### src/design/forth_pkg.sv
//////////////////////////////
// forth processor package
// widths, opcodes, stack commands and the boot program
//////////////////////////////
`default_nettype none

package forth_pkg;

	// data path and program sizes
	localparam int cell_width = 32;
	localparam int pc_width = 6;
	localparam int rom_depth = 64;
	localparam int data_stack_depth = 16;
	localparam int data_stack_ptr_width = $clog2(data_stack_depth);

	// serial timing, kept short for simulation
	localparam int uart_clks_per_bit = 16;
	localparam int uart_cnt_width = $clog2(uart_clks_per_bit);

	// leds on the board are active low
	localparam logic led_on = 1'b0;
	localparam logic led_off = 1'b1;

	// inner interpreter words
	typedef enum logic [7:0] {
		op_lit          = 8'h01,
		op_plus         = 8'h02,
		op_minus        = 8'h03,
		op_dup          = 8'h04,
		op_over         = 8'h05,
		op_drop         = 8'h06,
		op_equal        = 8'h07,
		op_zero_equal   = 8'h08,
		op_and          = 8'h09,
		op_or           = 8'h0a,
		op_branch       = 8'h0b,
		op_zero_branch  = 8'h0c,
		op_emit         = 8'h0d,
		op_led_store    = 8'h0e,
		op_button_fetch = 8'h0f
	} op_e;

	// data stack commands, applied at the clock edge
	typedef enum logic [2:0] {
		stack_hold        = 3'd0,
		stack_push        = 3'd1,
		stack_pop         = 3'd2,
		stack_replace     = 3'd3,
		stack_pop_replace = 3'd4
	} stack_cmd_e;

	//////////////////////////////
	// boot program
	//////////////////////////////
	// inline cells follow lit, branch and zero-branch
	localparam logic [cell_width-1:0] program_rom [rom_depth] = '{
		// countdown from 5, emit ascii digit each pass
		0:  op_lit,
		1:  32'd5,
		2:  op_dup,
		3:  op_lit,
		4:  32'h30,
		5:  op_plus,
		6:  op_emit,
		7:  op_lit,
		8:  32'd1,
		9:  op_minus,
		10: op_dup,
		11: op_zero_equal,
		12: op_zero_branch,
		13: 32'd2,
		// drop counter, fetch buttons, show on leds
		14: op_drop,
		15: op_button_fetch,
		16: op_dup,
		17: op_led_store,
		18: op_lit,
		19: 32'h41,
		20: op_plus,
		21: op_emit,
		// logic byte: (0x2a | (0x6f == 0x2a)) & 0x6f
		22: op_lit,
		23: 32'h6f,
		24: op_lit,
		25: 32'h2a,
		26: op_over,
		27: op_over,
		28: op_equal,
		29: op_or,
		30: op_and,
		31: op_emit,
		// park here
		32: op_branch,
		33: 32'd32,
		default: '0
	};

endpackage

`default_nettype wire

### src/design/forth_data_stack.sv
//////////////////////////////
// circular data stack
// top and second read combinationally
//////////////////////////////
`timescale 1ns/1ps
`default_nettype none

module forth_data_stack (
	input  logic                            clk,
	input  logic                            reset,
	input  forth_pkg::stack_cmd_e           cmd,
	input  logic [forth_pkg::cell_width-1:0] wdata,
	output logic [forth_pkg::cell_width-1:0] tos,
	output logic [forth_pkg::cell_width-1:0] nos
);

	import forth_pkg::*;

	// stack cells, no reset on payload
	logic [cell_width-1:0] cells [data_stack_depth];

	// pointer to top entry, wraps on over and underflow
	logic [data_stack_ptr_width-1:0] sp;
	logic [data_stack_ptr_width-1:0] sp_up;
	logic [data_stack_ptr_width-1:0] sp_down;

	assign sp_up = sp + 1'b1;
	assign sp_down = sp - 1'b1;

	// top and the one below it
	assign tos = cells[sp];
	assign nos = cells[sp_down];

	// pointer moves
	always_ff @(posedge clk) begin
		if (!reset) begin
			sp <= '0;
		end else begin
			case (cmd)
				stack_push: sp <= sp_up;
				stack_pop, stack_pop_replace: sp <= sp_down;
				default: sp <= sp;
			endcase
		end
	end

	// cell writes
	always_ff @(posedge clk) begin
		case (cmd)
			// new top above the old one
			stack_push: cells[sp_up] <= wdata;
			stack_replace: cells[sp] <= wdata;
			// second becomes the new top
			stack_pop_replace: cells[sp_down] <= wdata;
			default: ;
		endcase
	end

endmodule

`default_nettype wire

### src/design/forth_alu.sv
//////////////////////////////
// forth alu
// new top of stack per word
//////////////////////////////
`timescale 1ns/1ps
`default_nettype none

module forth_alu (
	input  forth_pkg::op_e                   op,
	input  logic [forth_pkg::cell_width-1:0] tos,
	input  logic [forth_pkg::cell_width-1:0] nos,
	input  logic [forth_pkg::cell_width-1:0] literal,
	input  logic [1:0]                       buttons,
	output logic [forth_pkg::cell_width-1:0] result
);

	import forth_pkg::*;

	always_comb begin
		case (op)
			// arithmetic, second op top
			op_plus: result = nos + tos;
			op_minus: result = nos - tos;
			// bitwise
			op_and: result = nos & tos;
			op_or: result = nos | tos;
			// forth flags, true is all ones
			op_equal: result = (nos == tos) ? '1 : '0;
			op_zero_equal: result = (tos == '0) ? '1 : '0;
			// copies
			op_over: result = nos;
			op_dup: result = tos;
			// inline cell after lit
			op_lit: result = literal;
			// button1 in bit 1, button0 in bit 0
			op_button_fetch: result = {{(cell_width - 2){1'b0}}, buttons};
			// no write for the others
			default: result = tos;
		endcase
	end

endmodule

`default_nettype wire

### src/design/forth_sequencer.sv
//////////////////////////////
// forth inner interpreter
// fetch, decode, branch, literal, emit and led store
//////////////////////////////
`timescale 1ns/1ps
`default_nettype none

module forth_sequencer (
	input  logic                             clk,
	input  logic                             reset,
	input  logic [forth_pkg::cell_width-1:0] tos,
	input  logic [forth_pkg::cell_width-1:0] result,
	output forth_pkg::stack_cmd_e            stack_cmd,
	output logic [forth_pkg::cell_width-1:0] stack_wdata,
	output forth_pkg::op_e                   alu_op,
	output logic [forth_pkg::cell_width-1:0] literal,
	output logic                             tx_valid,
	output logic [7:0]                       tx_data,
	input  logic                             tx_ready,
	output logic                             led_r,
	output logic                             led_g,
	output logic                             led_b
);

	import forth_pkg::*;

	// program counter and two-word phase
	logic [pc_width-1:0] pc;
	logic second;
	// word that owns the inline cell
	op_e held_op;

	logic [cell_width-1:0] rom_word;
	op_e fetched_op;
	logic tos_zero;
	logic transfer;

	//////////////////////////////
	// fetch and decode
	//////////////////////////////
	assign rom_word = program_rom[pc];
	assign fetched_op = op_e'(rom_word[7:0]);

	// inline phase keeps the earlier word on the alu
	assign alu_op = second ? held_op : fetched_op;
	assign literal = rom_word;
	assign stack_wdata = result;

	assign tos_zero = (tos == '0);

	// emit waits for the transmitter
	assign tx_valid = !second && (fetched_op == op_emit);
	assign tx_data = tos[7:0];
	assign transfer = tx_valid && tx_ready;

	// stack command per word
	always_comb begin
		stack_cmd = stack_hold;
		if (second) begin
			case (held_op)
				op_lit: stack_cmd = stack_push;
				// flag consumed either way
				op_zero_branch: stack_cmd = stack_pop;
				default: stack_cmd = stack_hold;
			endcase
		end else begin
			case (fetched_op)
				op_plus, op_minus, op_and, op_or, op_equal: stack_cmd = stack_pop_replace;
				op_zero_equal: stack_cmd = stack_replace;
				op_dup, op_over, op_button_fetch: stack_cmd = stack_push;
				op_drop, op_led_store: stack_cmd = stack_pop;
				// pop only when the byte leaves
				op_emit: stack_cmd = transfer ? stack_pop : stack_hold;
				// lit and branches act in the inline phase
				default: stack_cmd = stack_hold;
			endcase
		end
	end

	//////////////////////////////
	// pc, phase and leds
	//////////////////////////////
	always_ff @(posedge clk) begin
		if (!reset) begin
			pc <= '0;
			second <= 1'b0;
			held_op <= op_lit;
			led_r <= led_off;
			led_g <= led_off;
			led_b <= led_off;
		end else if (second) begin
			// inline cell at pc
			second <= 1'b0;
			case (held_op)
				op_branch: pc <= rom_word[pc_width-1:0];
				op_zero_branch: begin
					if (tos_zero) begin
						pc <= rom_word[pc_width-1:0];
					end else begin
						pc <= pc + 1'b1;
					end
				end
				default: pc <= pc + 1'b1;
			endcase
		end else begin
			case (fetched_op)
				op_lit, op_branch, op_zero_branch: begin
					second <= 1'b1;
					held_op <= fetched_op;
					pc <= pc + 1'b1;
				end
				op_emit: begin
					// hold pc while tx is busy
					if (transfer) begin
						pc <= pc + 1'b1;
					end
				end
				op_led_store: begin
					// bit 0 green, bit 1 blue, bit 2 red
					led_g <= tos[0] ? led_on : led_off;
					led_b <= tos[1] ? led_on : led_off;
					led_r <= tos[2] ? led_on : led_off;
					pc <= pc + 1'b1;
				end
				// unknown codes step over
				default: pc <= pc + 1'b1;
			endcase
		end
	end

endmodule

`default_nettype wire

### src/design/uart_tx.sv
//////////////////////////////
// serial transmitter, 8N1
// one frame per accepted byte
//////////////////////////////
`timescale 1ns/1ps
`default_nettype none

module uart_tx (
	input  logic       clk,
	input  logic       reset,
	input  logic       tx_valid,
	input  logic [7:0] tx_data,
	output logic       tx_ready,
	output logic       tx
);

	import forth_pkg::*;

	logic busy;
	// clocks into the current bit
	logic [uart_cnt_width-1:0] clk_cnt;
	// 0 start, 1..8 data, 9 stop
	logic [3:0] bit_idx;
	logic [7:0] shift;
	logic bit_done;

	assign tx_ready = !busy;
	assign bit_done = (clk_cnt == uart_cnt_width'(uart_clks_per_bit - 1));

	// control and line
	always_ff @(posedge clk) begin
		if (!reset) begin
			busy <= 1'b0;
			clk_cnt <= '0;
			bit_idx <= '0;
			tx <= 1'b1;
		end else if (!busy) begin
			// start bit goes out the cycle after acceptance
			if (tx_valid) begin
				busy <= 1'b1;
				clk_cnt <= '0;
				bit_idx <= '0;
				tx <= 1'b0;
			end
		end else if (bit_done) begin
			clk_cnt <= '0;
			if (bit_idx == 4'd9) begin
				// stop bit finished, line stays high
				busy <= 1'b0;
			end else begin
				bit_idx <= bit_idx + 1'b1;
				// stop bit after the eighth data bit
				tx <= (bit_idx == 4'd8) ? 1'b1 : shift[0];
			end
		end else begin
			clk_cnt <= clk_cnt + 1'b1;
		end
	end

	// data shifter, lsb first
	always_ff @(posedge clk) begin
		if (!busy && tx_valid) begin
			shift <= tx_data;
		end else if (busy && bit_done && bit_idx < 4'd8) begin
			shift <= shift >> 1;
		end
	end

endmodule

`default_nettype wire

### src/design/forth_proc.sv
//////////////////////////////
// forth processor top
// sequencer, stack, alu and serial tx
//////////////////////////////
`timescale 1ns/1ps
`default_nettype none

module forth_proc (
	input  logic clk,
	input  logic reset,
	input  logic button0,
	input  logic button1,
	output logic tx,
	output logic led_r,
	output logic led_g,
	output logic led_b
);

	import forth_pkg::*;

	// stack link
	stack_cmd_e stack_cmd;
	logic [cell_width-1:0] stack_wdata;
	logic [cell_width-1:0] tos;
	logic [cell_width-1:0] nos;

	// alu link
	op_e alu_op;
	logic [cell_width-1:0] literal;
	logic [cell_width-1:0] result;

	// transmitter handshake
	logic tx_valid;
	logic tx_ready;
	logic [7:0] tx_data;

	forth_sequencer u_forth_sequencer (
		.clk         (clk),
		.reset       (reset),
		.tos         (tos),
		.result      (result),
		.stack_cmd   (stack_cmd),
		.stack_wdata (stack_wdata),
		.alu_op      (alu_op),
		.literal     (literal),
		.tx_valid    (tx_valid),
		.tx_data     (tx_data),
		.tx_ready    (tx_ready),
		.led_r       (led_r),
		.led_g       (led_g),
		.led_b       (led_b)
	);

	forth_data_stack u_forth_data_stack (
		.clk   (clk),
		.reset (reset),
		.cmd   (stack_cmd),
		.wdata (stack_wdata),
		.tos   (tos),
		.nos   (nos)
	);

	// buttons straight from the pins
	forth_alu u_forth_alu (
		.op      (alu_op),
		.tos     (tos),
		.nos     (nos),
		.literal (literal),
		.buttons ({button1, button0}),
		.result  (result)
	);

	uart_tx u_uart_tx (
		.clk      (clk),
		.reset    (reset),
		.tx_valid (tx_valid),
		.tx_data  (tx_data),
		.tx_ready (tx_ready),
		.tx       (tx)
	);

endmodule

`default_nettype wire

### config.mk
export PLATFORM = sky130hd
export DESIGN_NAME = forth_proc
export DESIGN_NICKNAME = d
export VERILOG_FILES = /design/src/design/forth_pkg.sv /design/src/design/forth_data_stack.sv /design/src/design/forth_alu.sv /design/src/design/forth_sequencer.sv /design/src/design/uart_tx.sv /design/src/design/forth_proc.sv
export SDC_FILE = /design/constraint.sdc
export NUM_CORES = 1
export LEC_CHECK = 0
export BUFFER_PORTS_ARGS = -buffer_cell sky130_fd_sc_hd__clkbuf_2
export CAP_MARGIN = 10
export CORE_UTILIZATION = 40
export DETAILED_ROUTE_END_ITERATION = 6
export SLEW_MARGIN = 20
export SYNTH_ARGS = -nofsm -noshare
export SYNTH_HDL_FRONTEND = slang
export SYNTH_SLANG_ARGS = --single-unit
### constraint.sdc
create_clock -name clk -period 9.7 [get_ports clk]
set_clock_uncertainty 0.1 [all_clocks]
set_input_delay 0.485 -clock clk [delete_from_list [all_inputs] [get_ports clk]]
set_output_delay 0.485 -clock clk [all_outputs]
set_load 0.05 [all_outputs]
# == Word-level counts from Yosys, hierarchy flattened ==
# Memory sizes are Yosys's and may differ from the RTL's. A register that Yosys moved wholly into a read port is not among the register bits.
# Cells that the tools add are included.
# op_classes
n_reduce_logical,21
n_bitwise,5
multipliers,0
add_sub_neg,7
order_cmp,2
div,0
mux,51
n_eq_ne,38
n_shift,0
# ops
op,count
case mux 32 bit (9 select lines),1
2-to-1 mux 32 bit,6
equality test 8 x 4 -> 1 bit (second input constant),14
OR reduction 32 bit,2
equality test 8 x 3 -> 1 bit (second input constant),6
2-to-1 mux 4 bit,10
adder 32 bit,1
bitwise AND 32 bit,1
equality test 32 bit,1
equality test 8 x 2 -> 1 bit (second input constant),4
logical NOT 32 bit,1
OR 32 bit,1
subtractor 32 bit,1
equality test 8 x 1 -> 1 bit (second input constant),3
2-to-1 mux 6 bit,4
2-to-1 mux 8 bit,3
2-to-1 mux 1 bit,21
case mux 3 bit (5 select lines),1
adder 4 x 1 -> 4 bit (second input constant),3
equality test 4 bit (second input constant),3
case mux 6 bit (2 select lines),1
case mux 4 bit (2 select lines),1
greater-or-equal comparator 7 bit (second input constant),1
NOT 6 -> 7 bit,1
20 further kinds,33
# totals
mem_bits_ro,2048
in_bits,4
ram_bits,512
latch_bits,0
register_bits,40
n_memories,2
elab_cells,138
# mem_list
memory,words,width,read_ports,rd_ports_with_merged_regs,write_ports,line_no,source
(no name shown),64,32,1,0,0,forth_sequencer.sv:41,assign rom_word = program_rom[pc];
u_forth_data_stack.cells,16,32,2,1,1,forth_data_stack.sv:20,logic [cell_width-1:0] cells [data_stack_depth];

# == Longest topological paths before layout ==
# logic_depth
word_depth,16
ltp_mapped,25
mapped_depth_nobuf,17

# == Hierarchy ==
# From an unflattened synthesis, not the netlist that was laid out.
# hier_totals
hier_cells,2260
area_unflattened_um2,32502.4
# by_module_without_submodules
module,n_inst,cells_each,area_each_um2,seq_area_each_um2
forth_data_stack,1,1009,23740.3,15534.9
forth_alu,1,870,5630.4,0.0
forth_sequencer,1,283,2210.9,340.3
uart_tx,1,98,920.9,440.4

# == Least setup slack after synthesis ==
# Ideal clock, no wire load.
# synth_timing
kind,register to register
startpoint,reg u_forth_data_stack.sp[0]
endpoint,"mem u_forth_data_stack.cells[0][22], data pin"
t_required_ns,9.297
setup_slack_ns,2.122
n_path_buf,5
setup_time_ns,0.303
t_arrival_ns,7.175
period_less_slack_ns,7.578
stages_incl_launch_ff,23
path_cell_list,dfxtp_1 > clkbuf_1 > buf_1 > buf_1 > clkbuf_1 > inv_1 > ha_1 > xnor2_1 > clkbuf_1 > mux4_2 > inv_1 > ha_1 > inv_1 > fa_1 > a21o_1 > a221o_1 > a21o_1 > or2_2 > a311oi_1 > o31a_1 > a22o_1 > mux2i_1 > a32oi_1
# synth_via
elab_chain_cells,7
# synth_lines
element,line_no,source
start: declaration,forth_data_stack.sv:23,logic [data_stack_ptr_width-1:0] sp;
start signal: assignment,forth_data_stack.sv:40,stack_push: sp <= sp_up;
start signal: assignment,forth_data_stack.sv:41,"stack_pop, stack_pop_replace: sp <= sp_down;"
start signal: assignment,forth_data_stack.sv:42,default: sp <= sp;
subtractor 4 x 1 -> 4 bit (*),forth_data_stack.sv:28,assign sp_down = sp - 1'b1;
memory read (16 x 32 bit) (*),-,
branches (longest 2 deep; another with subtractor 32 bit),-,
case mux 32 bit (9 select lines) (*),forth_alu.sv:20,case (op)
via result[22],forth_proc.sv:30,logic [cell_width-1:0] result;
2-to-1 mux 32 bit (no line),-,
2-to-1 mux 32 bit (no line) (*),-,
end: declaration,forth_data_stack.sv:20,
# Mark *: on every way through the listed nets, which the timed path passes.

# == Final worst setup path ==
# layout_timing
startpoint,reg u_forth_data_stack.sp[0]
endpoint,"mem u_forth_data_stack.cells[3][31], data pin"
# The elaborated chain is that of the path after synthesis.

==> results by group <==
Outcome
  – Status: completed

Global route
  – Tot GR Track Use: 24.10%
  – Initial antenna violation count: 1
  – Largest net degree at the start of global routing: 55
  – Vias in the first global route: between 20k and 25k
  – First-pass GRT wire length: about 140000 um
  – GRT overflow: 0

CTS
  – H-tree depth: 2
  – CTS Sinks: 555
  – Clock Latency Late Sink: 640 ps
  – Clk buf depth: 3
  – Num CTS Buffers: slightly above 60
  – Hold buffer count at CTS: 0
  – Post-CTS setup buffer count: 0
  – Clk pin slew, worst setup/hold paths: 60 ps
  – Post_cts resized: 0
  – CTS tree: done
  – Root Driver: clkbuf_16

Worst setup path
  – Critical Path RT: 9920 ps
  – RR Startpoint: u_forth_data_stack.sp[0]$_SDFFE_PN0N_
  – Critical Path Max Stage Delay: about 880 ps
  – Worst path cell trace: inv_1 > ha_4 > buf_12 > mux4_2 > nand2_1 > nand2_1 > o21ai_0 > inv_1 > ha_1 > nor4_1 > nor4b_1 > o211ai_1 > a31oi_1 > o21bai_1 > a21oi_1 > o21ai_0 > mux2i_1 > a41oi_2
  – Critical Path Fanout Max: 48
  – Critical setup path kind: reg2reg
  – Setup crit start: u_forth_data_stack.sp[0]$_SDFFE_PN0N_
  – Worst setup EP type: register
  – Slowest CP cell: nor4b_1
  – Critical path data arrival time: approximately 7800 ps
  – Worst Setup Start Kind: register

Yosys
  – Syn_area_per_cell: between 10 and 15 sq um
  – Synth Area in Adders: 4.458%
  – Sequential area share after synthesis: 51.81%
  – Ys flop type: edfxtp_1
  – Synth Area in XOR/XNOR: 0.5840%
  – Post-synth EDFFs: 520
  – Syn nets: 2373
  – Synth Area in Simple Gates: 7.664%
  – Yosys cell types: 84
  – Largest family of logic cells by synthesized area: multiplexers
  – Synth top area cells: edfxtp_1, mux4_2, ha_1
  – Synth async-reset ratio: 0%
  – Post-synth top area share: 49.58%
  – Synthesized area: 31490 sq um
  – Leading area contributor after synthesis: edfxtp_1
  – Post-synthesis compound-gate area fraction: around an eighth
  – Mux contribution to synthesized area: 20.16%
  – Seq cells post-synth: 555
  – Post-Syn Instances: about 2.3k
  – Yosys warns: 0

Floorplanning
  – Die area: 79860 sq um
  – # rows: 102
  – Die X-Extent: roughly 280 um
  – Die Ht: ~280 um
  – Core area: between 70000 and 80000 sq um
  – Initial core utilization: about two fifths
  – I/O pin cnt: 8

Layout
  – Area Growth Syn to Fin: 10.71%
  – Commonest non-fill, non-tap cell in the layout: edfxtp_1
  – Most frequent cells in the layout: edfxtp_1, mux4_2, nand2_1
  – Seq. cell area: 16330 sq um
  – Multi-input logic area: about 14000 sq um
  – Nets: 2368
  – Layout cells sized above 1: between 20% and 30%
  – # fillers: between 6k and 7k

Timing
  – Unrepaired setup endpoints after global routing: false
  – Rel. slew slack: a little over a quarter
  – Fin crit period: between 7000 and 8000 ps
  – Final max-slew violation count: 0
  – Worst slew pin tran: 1106 ps
  – Final-report setup violation count: 0
  – Hold Slack: approximately 360 ps
  – Setup TNS: 0 ps
  – Max frequency: between 0.1 and 0.15 GHz
  – Final Cycle Share: ~78%
  – Hold Violations, Final: 0

Routing
  – Vias per Instance: between 6 and 7
  – Antenna-violating nets left: 0
  – Initial DRC Count: 2505
  – DR pass1 iterations: 7
  – DRT Wirelength: 96330 um
  – Remaining DRCs: 0
  – Wire length per cell: about 29 um
  – Vias post-DR: around 22k

Job
  – # Max-Cap Violations: 0

Min path
  – Min-delay src: u_forth_sequencer.held_op[5]$_SDFFE_PN0P_
  – Min-delay worst type: reg2reg

Placement
  – HPWL after detailed placement: between 60000 and 70000 um
  – Buffers added on ports: 7
  – Routability Congestion: ~0.96
[stage by stage]
| step | instance area, sq um | cells | setup WS [ps] | util [%] |
|---|---|---|---|---|
| after floorplan | 31490 | 2258 | 2122 | - |
| after global placement | 32860 | 3209 | 1889 | 42.28 |
| after detailed placement | 32860 | 3209 | 1807 | 42.28 |
| after CTS | 34710 | 3319 | 1729 | 44.66 |
| after global routing | 34870 | 3340 | 1582 | 44.86 |
| final | 34870 | 3341 | 2108 | 44.86 |
[final timing paths]
kind | to | slack [ps] | cells after the start
hold / removal | u_forth_sequencer.held_op[5]$_SDFFE_PN0P_ | 360 | 1
hold reg to reg | u_forth_sequencer.held_op[5]$_SDFFE_PN0P_ | 360 | 1
setup reg to reg | u_forth_data_stack.cells[3][31]$_DFFE_PP_ | 2110 | 18
setup / recovery | u_forth_data_stack.cells[3][31]$_DFFE_PP_ | 2110 | 18
[logic make-up after synthesis]
group,count (synthesis)
XOR/XNOR,21
buffers and inverters,274
flip-flops,555
AND/OR/NAND/NOR,498
adder cells (fa/ha/maj),111
multiplexers,297
AO/OA/AOI/OAI,502
[sequential cells by signal (all words and copies together) (netlist names), named ones only]
register and cells:
u_forth_data_stack.cells 512, u_forth_data_stack.sp 4, u_forth_sequencer.held_op 7, u_forth_sequencer.led_b 1, u_forth_sequencer.led_g 1, u_forth_sequencer.led_r 1, u_forth_sequencer.pc 6, u_forth_sequencer.second 1
u_uart_tx.bit_idx 4, u_uart_tx.busy 1, u_uart_tx.clk_cnt 4, u_uart_tx.shift 8, u_uart_tx.tx 1
[cell usage after synthesis (all sizes together) (20+ instances only)]
| cell type | count |
|---|---|
| dfxtp | 35 |
| a32oi | 30 |
| ha | 109 |
| clkbuf | 107 |
| nand2 | 182 |
| nor2 | 87 |
| mux4 | 269 |
| edfxtp | 520 |
| inv | 116 |
| a22o | 36 |
| a221oi | 40 |
| o21ai | 82 |
| nand3 | 47 |
| a21oi | 84 |
| buf | 51 |
| o22ai | 38 |
| nor3 | 29 |
| nand4 | 20 |
| nand2b | 22 |
[per-layer routing]
metal | wire [um] | share of wire, % | GRT usage (%)
met1 | 39880 | 41 | 33.24
met2 | 45690 | 47 | 38.71
met3 | 7864 | 8.2 | 4.179
met4 | 2887 | 3.0 | 7.651
met5 | 0 | 0 | 0
[worst max-delay path, delay by kind of cell, from the launching register on]
family	cells	cell delay, ps
multiplexers	2	540
buffers and inverters	3	730
adder cells (fa/ha/maj)	2	1320
AO/OA/AOI/OAI	7	2300
flip-flops	1	830
AND/OR/NAND/NOR	4	1410
[cell type report]
cell class / instances / area share [%]
diodes: 1 / 0.007177
clock buffers: 74 / 4.640
clock inverters: 36 / 0.6638
inverters: 116 / 1.249
well taps: 1040 / 3.732
repair buffers: 90 / 1.952
flip-flops and latches: 555 / 46.82
multi-input cells: 1429 / 40.93
Power is left out: the tool's default activity adds up to more than one toggle a clock period on the data nets, which glitch-free logic cannot reach.
